## src/logic/lsb_pkg.sv

```systemverilog
package lsb_pkg;

  typedef logic [31:0] addr_t;
  typedef logic [31:0] word_t;
  typedef logic [3:0]  be_t;

  typedef enum logic [1:0] {
    SZ_BYTE,
    SZ_HALF,
    SZ_WORD,
    SZ_NONE
  } mem_size_e;

  typedef enum logic [1:0] {
    ST_IDLE,
    ST_REQ,
    ST_WAIT
  } txn_state_e;

  typedef struct packed {
    addr_t     addr;
    logic      store;
    mem_size_e size;
    word_t     data;
    logic      sign;   // Loads only
  } pipe_req_t;

  typedef struct packed {
    addr_t     addr;
    logic      store;
    mem_size_e size;
    word_t     data;   // Low lanes
  } mem_req_t;

  // ==============================
  // Byte mask helpers
  // ==============================

  function automatic be_t size_to_mask(input logic [1:0] offset, input mem_size_e size);
    case (size)
      SZ_BYTE: return be_t'(4'b0001 << offset);
      SZ_HALF: return offset[1] ? 4'b1100 : 4'b0011;
      SZ_WORD: return 4'b1111;
      default: return 4'b0000;
    endcase
  endfunction

  function automatic word_t place_data(input word_t data, input logic [1:0] offset,
                                       input mem_size_e size);
    word_t w;
    w = '0;
    case (size)
      SZ_BYTE: w[offset*8 +: 8] = data[7:0];
      SZ_HALF: w[offset[1]*16 +: 16] = data[15:0];
      SZ_WORD: w = data;
      default: w = '0;
    endcase
    return w;
  endfunction

  function automatic mem_size_e mask_to_size(input be_t mask);
    case (mask)
      4'b0001, 4'b0010, 4'b0100, 4'b1000: return SZ_BYTE;
      4'b0011, 4'b1100: return SZ_HALF;
      4'b1111: return SZ_WORD;
      default: return SZ_NONE;
    endcase
  endfunction

  function automatic logic mask_encodable(input be_t mask);
    return mask_to_size(mask) != SZ_NONE;
  endfunction

  function automatic logic [1:0] mask_to_offset(input be_t mask);
    case (mask)
      4'b0010: return 2'd1;
      4'b0100, 4'b1100: return 2'd2;
      4'b1000: return 2'd3;
      default: return 2'd0;
    endcase
  endfunction

endpackage

```

## src/logic/lsb_queue_ptrs.sv

```systemverilog
`timescale 1ns/1ps

module lsb_queue_ptrs #(
  parameter int unsigned DEPTH = 4,
  localparam int unsigned PTR_W = $clog2(DEPTH),
  localparam int unsigned CNT_W = $clog2(DEPTH + 1)
) (
  input  logic             clk_i,
  input  logic             rst_n_i,
  input  logic             push_i,
  input  logic             pop_i,
  output logic [PTR_W-1:0] head_o,
  output logic [PTR_W-1:0] tail_o,
  output logic [PTR_W-1:0] last_o,
  output logic [CNT_W-1:0] count_o,
  output logic             empty_o,
  output logic             full_o
);

  localparam logic [PTR_W-1:0] PTR_MAX = PTR_W'(DEPTH - 1);

  logic [PTR_W-1:0] head_q;
  logic [PTR_W-1:0] tail_q;
  logic [CNT_W-1:0] count_q;

  function automatic logic [PTR_W-1:0] ptr_inc(input logic [PTR_W-1:0] p);
    return (p == PTR_MAX) ? '0 : p + 1'b1;
  endfunction

  always_ff @(posedge clk_i) begin
    if (!rst_n_i) begin
      head_q  <= '0;
      tail_q  <= '0;
      count_q <= '0;
    end else begin
      if (push_i) begin
        tail_q <= ptr_inc(tail_q);
      end
      if (pop_i) begin
        head_q <= ptr_inc(head_q);
      end
      if (push_i && !pop_i) begin
        count_q <= count_q + 1'b1;
      end else if (pop_i && !push_i) begin
        count_q <= count_q - 1'b1;
      end
    end
  end

  assign head_o  = head_q;
  assign tail_o  = tail_q;
  assign last_o  = (tail_q == '0) ? PTR_MAX : tail_q - 1'b1;  // Newest entry
  assign count_o = count_q;
  assign empty_o = (count_q == '0);
  assign full_o  = (count_q == CNT_W'(DEPTH));

  // FSM must hold back stores and pops on these edges
  a_no_overflow: assert property (@(posedge clk_i) disable iff (!rst_n_i)
    push_i |-> !full_o);
  a_no_underflow: assert property (@(posedge clk_i) disable iff (!rst_n_i)
    pop_i |-> !empty_o);

endmodule

```

## src/logic/lsb_store_queue.sv

```systemverilog
`timescale 1ns/1ps

module lsb_store_queue #(
  parameter int unsigned DEPTH = 4,
  localparam int unsigned PTR_W = $clog2(DEPTH),
  localparam int unsigned CNT_W = $clog2(DEPTH + 1)
) (
  input  logic               clk_i,
  input  logic               rst_n_i,
  input  lsb_pkg::pipe_req_t req_i,
  input  logic               push_i,
  input  logic               busy_head_i,
  input  logic [PTR_W-1:0]   head_i,
  input  logic [PTR_W-1:0]   tail_i,
  input  logic [PTR_W-1:0]   last_i,
  input  logic [CNT_W-1:0]   count_i,
  output logic               merge_o,
  output logic               fwd_hit_o,
  output lsb_pkg::word_t     fwd_word_o,
  output lsb_pkg::mem_req_t  head_req_o
);

  import lsb_pkg::*;

  localparam logic [PTR_W-1:0] PTR_MAX = PTR_W'(DEPTH - 1);

  addr_t word_addr_q [DEPTH];
  word_t data_q      [DEPTH];   // Bytes outside the mask stay zero
  be_t   mask_q      [DEPTH];

  addr_t            req_word_addr;
  be_t              req_mask;
  word_t            req_data;
  be_t              merged_mask;
  word_t            merged_data;
  be_t              fwd_mask;
  logic [PTR_W-1:0] scan_ptr;
  logic [1:0]       head_offset;

  assign req_word_addr = {req_i.addr[31:2], 2'b00};
  assign req_mask      = size_to_mask(req_i.addr[1:0], req_i.size);
  assign req_data      = place_data(req_i.data, req_i.addr[1:0], req_i.size);

  // ==============================
  // Tail merge
  // ==============================
  assign merged_mask = mask_q[last_i] | req_mask;

  always_comb begin
    merged_data = data_q[last_i];
    for (int b = 0; b < 4; b++) begin
      if (req_mask[b]) begin
        merged_data[b*8 +: 8] = req_data[b*8 +: 8];
      end
    end
  end

  // Never touch the entry that memory is busy with
  assign merge_o = req_i.store && (count_i != '0) &&
                   (word_addr_q[last_i] == req_word_addr) &&
                   mask_encodable(merged_mask) &&
                   !(busy_head_i && (last_i == head_i));

  always_ff @(posedge clk_i) begin
    if (push_i) begin
      if (merge_o) begin
        data_q[last_i] <= merged_data;
        mask_q[last_i] <= merged_mask;
      end else begin
        word_addr_q[tail_i] <= req_word_addr;
        data_q[tail_i]      <= req_data;
        mask_q[tail_i]      <= req_mask;
      end
    end
  end

  // ==============================
  // Forwarding, newest first
  // ==============================
  always_comb begin
    fwd_word_o = '0;
    fwd_mask   = '0;
    scan_ptr   = last_i;
    for (int k = 0; k < int'(DEPTH); k++) begin
      if (k < int'(count_i)) begin
        if (word_addr_q[scan_ptr] == req_word_addr) begin
          for (int b = 0; b < 4; b++) begin
            if (mask_q[scan_ptr][b] && !fwd_mask[b]) begin
              fwd_word_o[b*8 +: 8] = data_q[scan_ptr][b*8 +: 8];
            end
          end
          fwd_mask = fwd_mask | mask_q[scan_ptr];
        end
        scan_ptr = (scan_ptr == '0) ? PTR_MAX : scan_ptr - 1'b1;
      end
    end
  end

  assign fwd_hit_o = !req_i.store && (req_mask != '0) && ((fwd_mask & req_mask) == req_mask);

  // Head entry as a memory write, data shifted down to lane 0
  assign head_offset      = mask_to_offset(mask_q[head_i]);
  assign head_req_o.addr  = word_addr_q[head_i] | addr_t'(head_offset);
  assign head_req_o.store = 1'b1;
  assign head_req_o.size  = mask_to_size(mask_q[head_i]);
  assign head_req_o.data  = data_q[head_i] >> (head_offset * 8);

  a_head_encodable: assert property (@(posedge clk_i) disable iff (!rst_n_i)
    (count_i != '0) |-> mask_encodable(mask_q[head_i]));

endmodule

```

## src/logic/lsb_txn_fsm.sv

```systemverilog
`timescale 1ns/1ps

module lsb_txn_fsm (
  input  logic               clk_i,
  input  logic               rst_n_i,
  input  logic               req_valid_i,
  input  lsb_pkg::pipe_req_t req_i,
  input  logic               merge_i,
  input  logic               fwd_hit_i,
  input  logic               empty_i,
  input  logic               full_i,
  input  lsb_pkg::mem_req_t  head_req_i,
  input  logic               mem_req_ready_i,
  input  logic               mem_rsp_valid_i,
  output logic               req_ready_o,
  output logic               push_o,
  output logic               pop_o,
  output logic               busy_head_o,
  output logic               mem_req_valid_o,
  output lsb_pkg::mem_req_t  mem_req_o,
  output logic               ld_valid_o,
  output logic               ld_from_mem_o,
  output lsb_pkg::addr_t     ld_addr_o,
  output lsb_pkg::mem_size_e ld_size_o,
  output logic               ld_sign_o
);

  import lsb_pkg::*;

  txn_state_e state_q;
  txn_state_e state_d;
  mem_req_t   txn_q;
  logic       is_load_q;
  logic       sign_q;
  logic       store_ok;
  logic       rsp_load;
  logic       issue_head;
  logic       issue_load;

  assign store_ok   = !full_i || merge_i;
  assign rsp_load   = (state_q == ST_WAIT) && is_load_q && mem_rsp_valid_i;
  assign issue_head = (state_q == ST_IDLE) && !empty_i;          // Drain first
  assign issue_load = (state_q == ST_IDLE) && empty_i && req_valid_i &&
                      !req_i.store && !fwd_hit_i;

  // Loads that miss the queue are taken when their data returns
  assign req_ready_o     = req_i.store ? store_ok : (fwd_hit_i || rsp_load);
  assign push_o          = req_valid_i && req_i.store && store_ok;
  assign pop_o           = (state_q == ST_WAIT) && !is_load_q && mem_rsp_valid_i;
  assign busy_head_o     = issue_head ||
                           ((state_q != ST_IDLE) && !is_load_q);  // Head latched or in flight
  assign mem_req_valid_o = (state_q == ST_REQ);
  assign mem_req_o       = txn_q;
  assign ld_valid_o      = (req_valid_i && !req_i.store && fwd_hit_i) || rsp_load;
  assign ld_from_mem_o   = (state_q == ST_WAIT) && is_load_q;
  assign ld_addr_o       = txn_q.addr;
  assign ld_size_o       = txn_q.size;
  assign ld_sign_o       = sign_q;

  always_comb begin
    state_d = state_q;
    case (state_q)
      ST_IDLE: if (issue_head || issue_load) state_d = ST_REQ;
      ST_REQ:  if (mem_req_ready_i) state_d = ST_WAIT;
      ST_WAIT: if (mem_rsp_valid_i) state_d = ST_IDLE;
      default: state_d = ST_IDLE;
    endcase
  end

  always_ff @(posedge clk_i) begin
    if (!rst_n_i) begin
      state_q   <= ST_IDLE;
      is_load_q <= 1'b0;
    end else begin
      state_q <= state_d;
      if (issue_head) begin
        is_load_q <= 1'b0;
      end else if (issue_load) begin
        is_load_q <= 1'b1;
      end
    end
  end

  always_ff @(posedge clk_i) begin
    if (issue_head) begin
      txn_q <= head_req_i;
    end else if (issue_load) begin
      txn_q  <= '{addr: req_i.addr, store: 1'b0, size: req_i.size, data: '0};
      sign_q <= req_i.sign;
    end
  end

  a_req_stable: assert property (@(posedge clk_i) disable iff (!rst_n_i)
    mem_req_valid_o && !mem_req_ready_i |=> mem_req_valid_o && $stable(mem_req_o));

endmodule

```

## src/logic/lsb_load_align.sv

```systemverilog
`timescale 1ns/1ps

module lsb_load_align (
  input  lsb_pkg::word_t     word_i,     // Lane-aligned word
  input  logic [1:0]         offset_i,
  input  lsb_pkg::mem_size_e size_i,
  input  logic               sign_i,
  output lsb_pkg::word_t     data_o
);

  import lsb_pkg::*;

  logic [7:0]  sel_byte;
  logic [15:0] sel_half;

  assign sel_byte = word_i[offset_i*8 +: 8];
  assign sel_half = word_i[offset_i[1]*16 +: 16];

  always_comb begin
    case (size_i)
      SZ_BYTE: data_o = {{24{sign_i & sel_byte[7]}}, sel_byte};
      SZ_HALF: data_o = {{16{sign_i & sel_half[15]}}, sel_half};
      SZ_WORD: data_o = word_i;
      default: data_o = '0;
    endcase
  end

endmodule

```

## src/logic/lsb_top.sv

```systemverilog
`timescale 1ns/1ps

module lsb_top #(
  parameter int unsigned DEPTH = 4
) (
  input  logic               clk_i,
  input  logic               rst_n_i,
  input  logic               req_valid_i,
  input  lsb_pkg::pipe_req_t req_i,
  output logic               req_ready_o,
  output logic               ld_valid_o,
  output lsb_pkg::word_t     ld_data_o,
  output logic               mem_req_valid_o,
  output lsb_pkg::mem_req_t  mem_req_o,
  input  logic               mem_req_ready_i,
  input  logic               mem_rsp_valid_i,
  input  lsb_pkg::word_t     mem_rsp_data_i
);

  import lsb_pkg::*;

  localparam int unsigned PTR_W = $clog2(DEPTH);
  localparam int unsigned CNT_W = $clog2(DEPTH + 1);

  logic [PTR_W-1:0] head;
  logic [PTR_W-1:0] tail;
  logic [PTR_W-1:0] last;
  logic [CNT_W-1:0] count;
  logic             empty;
  logic             full;
  logic             push;
  logic             pop;
  logic             alloc;
  logic             merge;
  logic             busy_head;
  logic             fwd_hit;
  logic             ld_from_mem;
  logic             ld_sign;
  word_t            fwd_word;
  mem_req_t         head_req;
  addr_t            ld_addr;
  mem_size_e        ld_size;

  // A merge reuses the newest entry, so the tail stays put
  assign alloc = push & ~merge;

  lsb_queue_ptrs #(
    .DEPTH (DEPTH)
  ) i_ptrs (
    .clk_i   (clk_i),
    .rst_n_i (rst_n_i),
    .push_i  (alloc),
    .pop_i   (pop),
    .head_o  (head),
    .tail_o  (tail),
    .last_o  (last),
    .count_o (count),
    .empty_o (empty),
    .full_o  (full)
  );

  lsb_store_queue #(
    .DEPTH (DEPTH)
  ) i_queue (
    .clk_i       (clk_i),
    .rst_n_i     (rst_n_i),
    .req_i       (req_i),
    .push_i      (push),
    .busy_head_i (busy_head),
    .head_i      (head),
    .tail_i      (tail),
    .last_i      (last),
    .count_i     (count),
    .merge_o     (merge),
    .fwd_hit_o   (fwd_hit),
    .fwd_word_o  (fwd_word),
    .head_req_o  (head_req)
  );

  lsb_txn_fsm i_fsm (
    .clk_i           (clk_i),
    .rst_n_i         (rst_n_i),
    .req_valid_i     (req_valid_i),
    .req_i           (req_i),
    .merge_i         (merge),
    .fwd_hit_i       (fwd_hit),
    .empty_i         (empty),
    .full_i          (full),
    .head_req_i      (head_req),
    .mem_req_ready_i (mem_req_ready_i),
    .mem_rsp_valid_i (mem_rsp_valid_i),
    .req_ready_o     (req_ready_o),
    .push_o          (push),
    .pop_o           (pop),
    .busy_head_o     (busy_head),
    .mem_req_valid_o (mem_req_valid_o),
    .mem_req_o       (mem_req_o),
    .ld_valid_o      (ld_valid_o),
    .ld_from_mem_o   (ld_from_mem),
    .ld_addr_o       (ld_addr),
    .ld_size_o       (ld_size),
    .ld_sign_o       (ld_sign)
  );

  // Forwarded loads use the live request, memory loads the latched one
  lsb_load_align i_align (
    .word_i   (ld_from_mem ? mem_rsp_data_i : fwd_word),
    .offset_i (ld_from_mem ? ld_addr[1:0] : req_i.addr[1:0]),
    .size_i   (ld_from_mem ? ld_size : req_i.size),
    .sign_i   (ld_from_mem ? ld_sign : req_i.sign),
    .data_o   (ld_data_o)
  );

endmodule

```

## config.mk

```make
export PLATFORM = sky130hd
export DESIGN_NAME = lsb_top
export DESIGN_NICKNAME = d
export VERILOG_FILES = /design/src/logic/lsb_pkg.sv /design/src/logic/lsb_queue_ptrs.sv /design/src/logic/lsb_store_queue.sv /design/src/logic/lsb_txn_fsm.sv /design/src/logic/lsb_load_align.sv /design/src/logic/lsb_top.sv
export SDC_FILE = /design/constraint.sdc
export NUM_CORES = 1
export LEC_CHECK = 0
export BUFFER_PORTS_ARGS = -buffer_cell sky130_fd_sc_hd__buf_2
export CAP_MARGIN = 20
export CELL_PAD_IN_SITES_DETAIL_PLACEMENT = 0
export CELL_PAD_IN_SITES_GLOBAL_PLACEMENT = 1
export CORE_UTILIZATION = 23
export DETAILED_ROUTE_END_ITERATION = 16
export GPL_ROUTABILITY_DRIVEN = 0
export PLACE_DENSITY = 0.53
export SLEW_MARGIN = 10
export SYNTH_ARGS = -nofsm -noshare
export SYNTH_HDL_FRONTEND = slang
export SYNTH_SLANG_ARGS = --single-unit
```

## constraint.sdc

```tcl
create_clock -name clk_i -period 19.2 [get_ports clk_i]
set_clock_uncertainty 0.1 [all_clocks]
set_input_delay 0.96 -clock clk_i [delete_from_list [all_inputs] [get_ports clk_i]]
set_output_delay 0.96 -clock clk_i [all_outputs]
set_load 0.03 [all_outputs]
```

==> out/results.ini, run 1 <==
[worst_setup_path]
startpoint_type = flip-flop
worstPathMaxFanout = 59
cp_top_family = simple AND/OR/NAND/NOR gates
critical-path-slowest-cell = dfxtp_1
crit_required_ps = 18140
rrSetupSlack_ps = 8870
timing.rr.end = i_fsm.ld_addr_o[28]$_DFFE_PP_
r2r-start = i_ptrs.count_o[2]$_SDFFE_PN0P_
max_stage_delay_ps = 860
endpoint_kind = primary output
reg2reg_depth = 27
criticalPathCategory = reg -> out
cp_num_buf_inv = 7
crit_arrival_ps = 10180
path_common_cell = buf_4

[clocking]
cts_tree = built
clkTransAtPathRegs_ps = 60
cts_made_buffers = 45
clock_latency_ps = 630
clkSinkCount = 344
cts_root_buf = clkbuf_16
cts_resized = 0
cts_buffer_depth = 3
post_cts_buffers = 0
holdBufCountCts = 0
htreeDepth = 2

[die]
die_width_microns = 361.6
die_y_microns = 361.6
core-area_sq_um = 127800
std_cell_rows = 131
ios = 207
die_area_sq_um = 130700
initial_utilization_pct = 23.26

[logic_synthesis]
synth_compound_area_share_pct = 19.13
yosys_warnings = 0
synth_cell_types = 110
ys_seq_area_share_pct = 34.30
ys_async_sr_fraction_pct = 0
ys_ff_latch = 344
synth_top_family_by_area = simple AND/OR/NAND/NOR gates
synthesis.area_sq_um = 29740
synth.net_count = 3271
synth_edf_count = 331
muxShareOfSynthArea_pct = 15.66
synthSimpleGateAreaFrac_pct = 23.07
synth_adder_area_share_pct = 0.7153
avgSynthCellArea_sq_um = 9.443
synthXorXnorAreaFrac_pct = 1.914
syn_inst = 3149
synthFlopType = edfxtp_1

[sta]
worst_pin_slew_ps = 1194
clock.fmax_mhz = 89.00
rsz0062_at_grt = false
fin_crit_ps = 11240
finalHoldViolations = 0
tns_ps = 0
maxSlewViolCount = 0
setup_viol = 0
setup_slack_ps = 7964
post-route-period-util_pct = 58.52
slew_headroom_pct = 20.23

[global_routing]
gr-total-overflow = 0
antenna_found_initial = 10
grt_pass1_vias = 26901
grt_pass1_wl_microns = 209700
grt_max_degree = 137
grtUsageTotal_pct = 21.88

[run]
drv_cap = 0

[placed_design]
port_buffers = 206
dp_cells = 4792
hpwlAfterDp_microns = 102400
place_ws_ps = 8829
placed_area_sq_um = 32230

[worst_hold_path]
hp-start = i_fsm.mem_req_o[34]$_SDFFE_PP1N_
hold_depth = 2
hp-class = reg -> reg
hold_end = i_fsm.mem_req_o[34]$_SDFFE_PP1N_

[cells_and_area]
fin_nets = 3300
drive_gt1_share_pct = 19.11
fin_area_sq_um = 33750
fillers = 13593
area_growth_pct = 13.51
register_area_sq_um = 10210
multi_input_area_sq_um = 18150
stdcell_count = 4873

[pwr]
p_per_area_nw_per_um2 = 96.37
total_power_mw = 3.253
p_leak_nw = 12.15
ir_drop_mv = 0.08104

[route]
drt_iter0_drc = 3466
viasPerCell = 5.903
wl_per_cell_microns = 30.43
postRouteAntennaNets = 0
via_count = 28766
route.detailed.drc = 0
wl_microns = 148300
first_pass_iters = 8

[outcome]
status = finished, final reports clean

## cell usage in the layout, fill, tap and decap left out, types with 16 or more instances in the layout
master and instances:
o22ai_1 23, mux2i_1 75, buf_2 206, clkbuf_16 46
and2_1 17, or3_1 26, nand2b_1 22, o211ai_1 42
nand3b_1 18, and4_1 19, xnor2_1 51, and3b_1 38
nor4_1 20, nor2_1 130, o31ai_1 17, nor3_1 73
nor2b_1 30, nor3b_1 25, mux4_2 168, edfxtp_1 331
a211oi_1 76, nand3_1 199, nand4_1 56, o21a_1 17
inv_1 61, a21oi_1 113, ha_1 16, and3_1 100
o21ai_0 141, a31oi_1 54, nand2_1 459, buf_4 66
a32o_1 45
## area by class of cell
| type | count | area share [%] |
|---|---|---|
| timing repair buffer | 274 | 4.615 |
| multi-input combinational | 2447 | 53.78 |
| clock inverter | 28 | 0.9860 |
| clock buffer | 49 | 3.444 |
| tap | 1662 | 6.161 |
| antenna | 3 | 0.02224 |
| inverter | 66 | 0.7451 |
| sequential | 344 | 30.24 |
## registers in the layout, summed over array words and instances (netlist names), named ones only
| name | count |
|---|---|
| i_queue.data_q | 128 |
| i_queue.word_addr_q | 120 |
| i_fsm.mem_req_o | 33 |
| i_fsm.ld_addr_o | 32 |
| i_queue.mask_q | 16 |
| i_ptrs.count_o | 3 |
| i_fsm.ld_size_o | 2 |
| i_fsm.state_q | 2 |
| i_ptrs.head_o | 2 |
| i_ptrs.tail_o | 2 |
| i_fsm.is_load_q | 1 |
| i_fsm.ld_sign_o | 1 |
## Yosys cell counts (22+ instances only)
cell type	instances	area [sq um]
nand2_1	461	1730
or3_1	27	168.9
o22ai_1	23	143.9
o21ai_0	141	705.7
and3b_1	38	332.8
mux4_2	168	3784
nand3_1	199	996.0
a32o_1	45	450.4
nor3_1	75	375.4
and2_1	22	137.6
nor4_1	22	137.6
nand4_1	56	350.3
a211oi_1	77	578.1
and3_1	101	631.9
buf_2	62	310.3
nor2b_1	31	193.9
inv_1	61	229.0
xnor2_1	53	464.2
buf_1	48	180.2
mux2i_1	75	750.7
o211ai_1	42	315.3
nor3b_1	26	195.2
a21oi_1	114	570.6
nor2_1	132	495.5
a31oi_1	55	344.1
clkbuf_1	159	596.8
edfxtp_1	331	9940
nand2b_1	23	143.9
## per-layer routing
metal  global-route usage [%]  vias to the layer above  routed length (microns)
li1                         -                    12414                        -
met1                    30.63                    14654                    64930
met2                    34.52                     1481                    67160
met3                    3.558                      211                    11610
met4                    6.256                        6                     4566
met5                        0                        -                       41
## worst max path at each step
stage | to | from | cells past startpoint
2_1_floorplan | ld_data_o[23] | i_ptrs.tail_o[0]$_SDFFE_PN0P_ | 41
3_3_place_gp | ld_data_o[3] | i_ptrs.tail_o[1]$_SDFFE_PN0P_ | 27
3_5_place_dp | ld_data_o[9] | i_ptrs.tail_o[1]$_SDFFE_PN0P_ | 27
4_1_cts | ld_data_o[9] | i_ptrs.tail_o[1]$_SDFFE_PN0P_ | 27
5_1_grt | ld_data_o[9] | i_ptrs.tail_o[1]$_SDFFE_PN0P_ | 27
6_report | ld_data_o[9] | i_ptrs.count_o[2]$_SDFFE_PN0P_ | 26
## logic make-up (layout without fill, tap and decap cells)
family | after synthesis | count (layout)
multiplexers | 254 | 254
adder cells (fa/ha/maj) | 17 | 17
AND/OR/NAND/NOR | 1327 | 1327
XOR/XNOR | 65 | 65
buffers and inverters | 358 | 417
flip-flops | 344 | 344
other | 0 | 3
AO/OA/AOI/OAI | 784 | 784
## report_power, final
| group | total, mW | switching (mW) | internal (mW) | leakage, nW |
|---|---|---|---|---|
| logic | 1.38 | 0.969 | 0.412 | 8.25 |
| clock network | 0.889 | 0.361 | 0.528 | 0.729 |
| registers | 0.982 | 0.0567 | 0.926 | 3.17 |
| total | 3.25 | 1.39 | 1.87 | 12.2 |
## worst register-to-register path, stage by stage, from the launching register on
cell,delay [ps]
dfxtp_1,860
nor3_4,90
buf_4,270
xnor2_2,170
buf_4,230
inv_1,620
ha_1,390
nor2b_1,140
a221oi_1,310
and3_2,450
inv_2,370
ha_1,310
nor2_1,380
a32oi_4,70
buf_4,360
nand2_2,370
buf_4,700
a211oi_2,210
o21a_1,200
a2111oi_1,470
nand4_1,260
nor4_4,260
buf_4,330
a211oi_1,170
a2111o_1,430
or2_2,360
buf_4,350
a21o_4,620
## per-stage QoR
step | utilization [%] | hold WS, ps
global placement | 25.20 | 381.0
global route | 26.40 | 409.1
detailed placement | 25.21 | 389.2
finish | 26.40 | 398.7
CTS | 26.38 | 401.2
floorplan | - | 380.9
(Power assumes the default switching activity.)
==> run 2: changes to the inputs <==
PLACE_DENSITY = 0.54   (was 0.53)
clock period = 9.29 ns   (was 19.2 ns; I/O delays follow)
==> out/results.ini, run 2 (same netlist as run 1, synthesis figures left out) <==
[cells_and_area]
layout_common_cells = nand2_1 (459), edfxtp_1 (331), buf_2 (207), nand3_1 (199), mux4_2 (168)
max_flop_register = i_queue.data_q
fin_nets = 3324  ; +0.73%
stdcell_count = 4902  ; +0.60%
drive_gt1_share_pct = 19.91  ; +0.81 points
area_growth_pct = 14.47
register_area_sq_um = 10210  ; unchanged
fin_area_sq_um = 34040  ; +0.85%
fillers = 13614  ; +0.15%
final_common_cell = nand2_1
largest_reg_flops = 128  ; unchanged
multi_input_area_sq_um = 18160  ; about the same

[pwr]
p_per_area_nw_per_um2 = 200.3  ; +110%
p_leak_nw = 12.32  ; +1.4%
ir_drop_mv = 0.1265  ; +56%

[worst_setup_path]
startpoint_type = flip-flop
crit_required_ps = 8730  ; -9410 ps
critical-path-slowest-cell = nor4_2
endpoint_kind = primary output
crit_arrival_ps = 8180  ; -2000 ps
path_cells = ha_1 > nor2b_1 > o211ai_2 > nand2_4 > buf_4 > mux2i_1 > xnor2_1 > or4_1 > a221o_1 > or3_4 > nor4_2 > nand3_1 > a31oi_1 > a21boi_0 > a311o_1 > buf_2
worstPathMaxFanout = 64  ; +8.5%
criticalPathCategory = reg -> out
max_stage_delay_ps = 950  ; +90 ps

[route]
wl_per_cell_microns = 30.04  ; -1.3%
route.detailed.drc = 0  ; unchanged
via_count = 28794  ; +0.097%
first_pass_iters = 8  ; unchanged
wl_microns = 147300  ; -0.71%
drt_iter0_drc = 3613  ; +4.2%
viasPerCell = 5.874  ; -0.49%
postRouteAntennaNets = 0  ; unchanged

[placed_design]
dp_cells = 4813  ; +0.44%
hpwlAfterDp_microns = 102200  ; -0.15%
placed_area_sq_um = 32390  ; +0.49%
port_buffers = 206  ; unchanged

[sta]
finalHoldViolations = 0  ; unchanged
rsz0062_at_grt = false
maxSlewViolCount = 0  ; unchanged
tns_ps = 0  ; unchanged
worst_pin_slew_ps = 1083  ; -111.2 ps
clock.fmax_mhz = 114.3
post-route-period-util_pct = 94.16
fin_crit_ps = 8748
setup_viol = 0  ; unchanged
slew_headroom_pct = 27.33  ; +7.1 points

[clocking]
cts_resized = 0  ; unchanged
htreeDepth = 2  ; unchanged
cts_made_buffers = 45  ; unchanged
cts_buffer_depth = 3  ; unchanged
clkSinkCount = 344  ; unchanged
cts_tree = built
post_cts_buffers = 0  ; unchanged
clkTransAtPathRegs_ps = 60  ; about the same
cts_root_buf = clkbuf_16
clock_latency_ps = 650  ; +20 ps

[global_routing]
antenna_found_initial = 6  ; -4
grt_max_degree = 65  ; -53%
grt_pass1_vias = 27120  ; +0.81%
grt_pass1_wl_microns = 209400  ; -0.15%
grtUsageTotal_pct = 21.81  ; -0.070 points
gr-total-overflow = 0  ; unchanged

[outcome]
status = finished, final reports clean

[die]
ios = 207  ; unchanged
die_area_sq_um = 130700  ; unchanged
core-area_sq_um = 127800  ; unchanged
std_cell_rows = 131  ; unchanged
die_y_microns = 361.6  ; unchanged
die_width_microns = 361.6  ; unchanged
initial_utilization_pct = 23.26  ; unchanged

[run]
drv_cap = 0  ; unchanged

[worst_hold_path]
hp-class = in -> reg

==> run 2: cell count changes in the layout (fill, tap and decap cells not counted), moves of 2 or more <==
cell	change
a32o_2	+2
buf_4	+21
clkbuf_1	+3
diode_2	-2
buf_16	+2
clkinvlp_4	+2
a32o_1	-2
==> run 2: per-layer routing <==
layer	vias up	GRT usage (%)	wire length [microns]	share of wire, %
li1	12487	-	-	-
met3	264	3.671	11330	7.7
met5	-	0	46	0.031
met1	14560	29.50	62680	43
met4	6	8.101	5808	3.9
met2	1477	34.73	67390	46
==> run 2: metrics by stage <==
stage | power [mW] | hold slack (ps) | setup slack, ps | util, %
6_report | 6.819 | 52.02 | 542.1 | 26.62
5_1_grt | 7.076 | 57.19 | 236.3 | 26.62
4_1_cts | 6.831 | 33.66 | 610.5 | 26.57
3_5_place_dp | 4.896 | 380.2 | 1313 | 25.34
3_3_place_gp | 4.903 | 383.2 | 1100 | 25.31
2_1_floorplan | 3.850 | 380.9 | 10.62 | -
==> run 2: timing repair <==
action	CTS	global route
hold endpoints to repair	1	0
endpoints found under the setup margin	0	0
hold buffers	1	0
==> run 2: path summary, 6_finish.rpt <==
check                                                      start                              endpoint  slack, ps  depth (start not counted)
worst min-delay path                                   req_i[48]  i_queue.word_addr_q[1][10]$_DFFE_PP_         50                          1
worst max-delay path              i_ptrs.count_o[0]$_SDFFE_PN0P_                         ld_data_o[10]        540                         16
worst max register to register    i_ptrs.count_o[0]$_SDFFE_PN0P_         i_fsm.mem_req_o[10]$_DFFE_PP_       1300                         16
worst min register to register  i_fsm.mem_req_o[34]$_SDFFE_PP1N_      i_fsm.mem_req_o[34]$_SDFFE_PP1N_        400                          2
==> run 2: worst max-delay path: cells and delay by family (launching register included) <==
family          cells  cell delay, ps
compound gates      5            1840
xor+xnor            1             150
fa+ha+maj           1             440
buf+inv             2             980
flops               1             720
mux                 1             340
simple gates        6            3000
==> run 2: layout make-up <==
type                    count  share of cell area, %
clock inverters            33                  1.242
flip-flops and latches    344                  29.99
inverters                  66                 0.7388
diodes                      1               0.007352
well taps                1662                  6.109
clock buffers              51                  3.374
repair buffers            298                  5.187
multi-input cells        2447                  53.35
==> run 2: power breakdown <==
group          leakage [nW]  total [mW]  internal [mW]  switching [mW]
Combinational          8.39        2.88          0.868            2.01
Clock                 0.752        1.91           1.10           0.811
Sequential             3.17        2.03           1.91           0.118
Total                  12.3        6.82           3.88            2.94
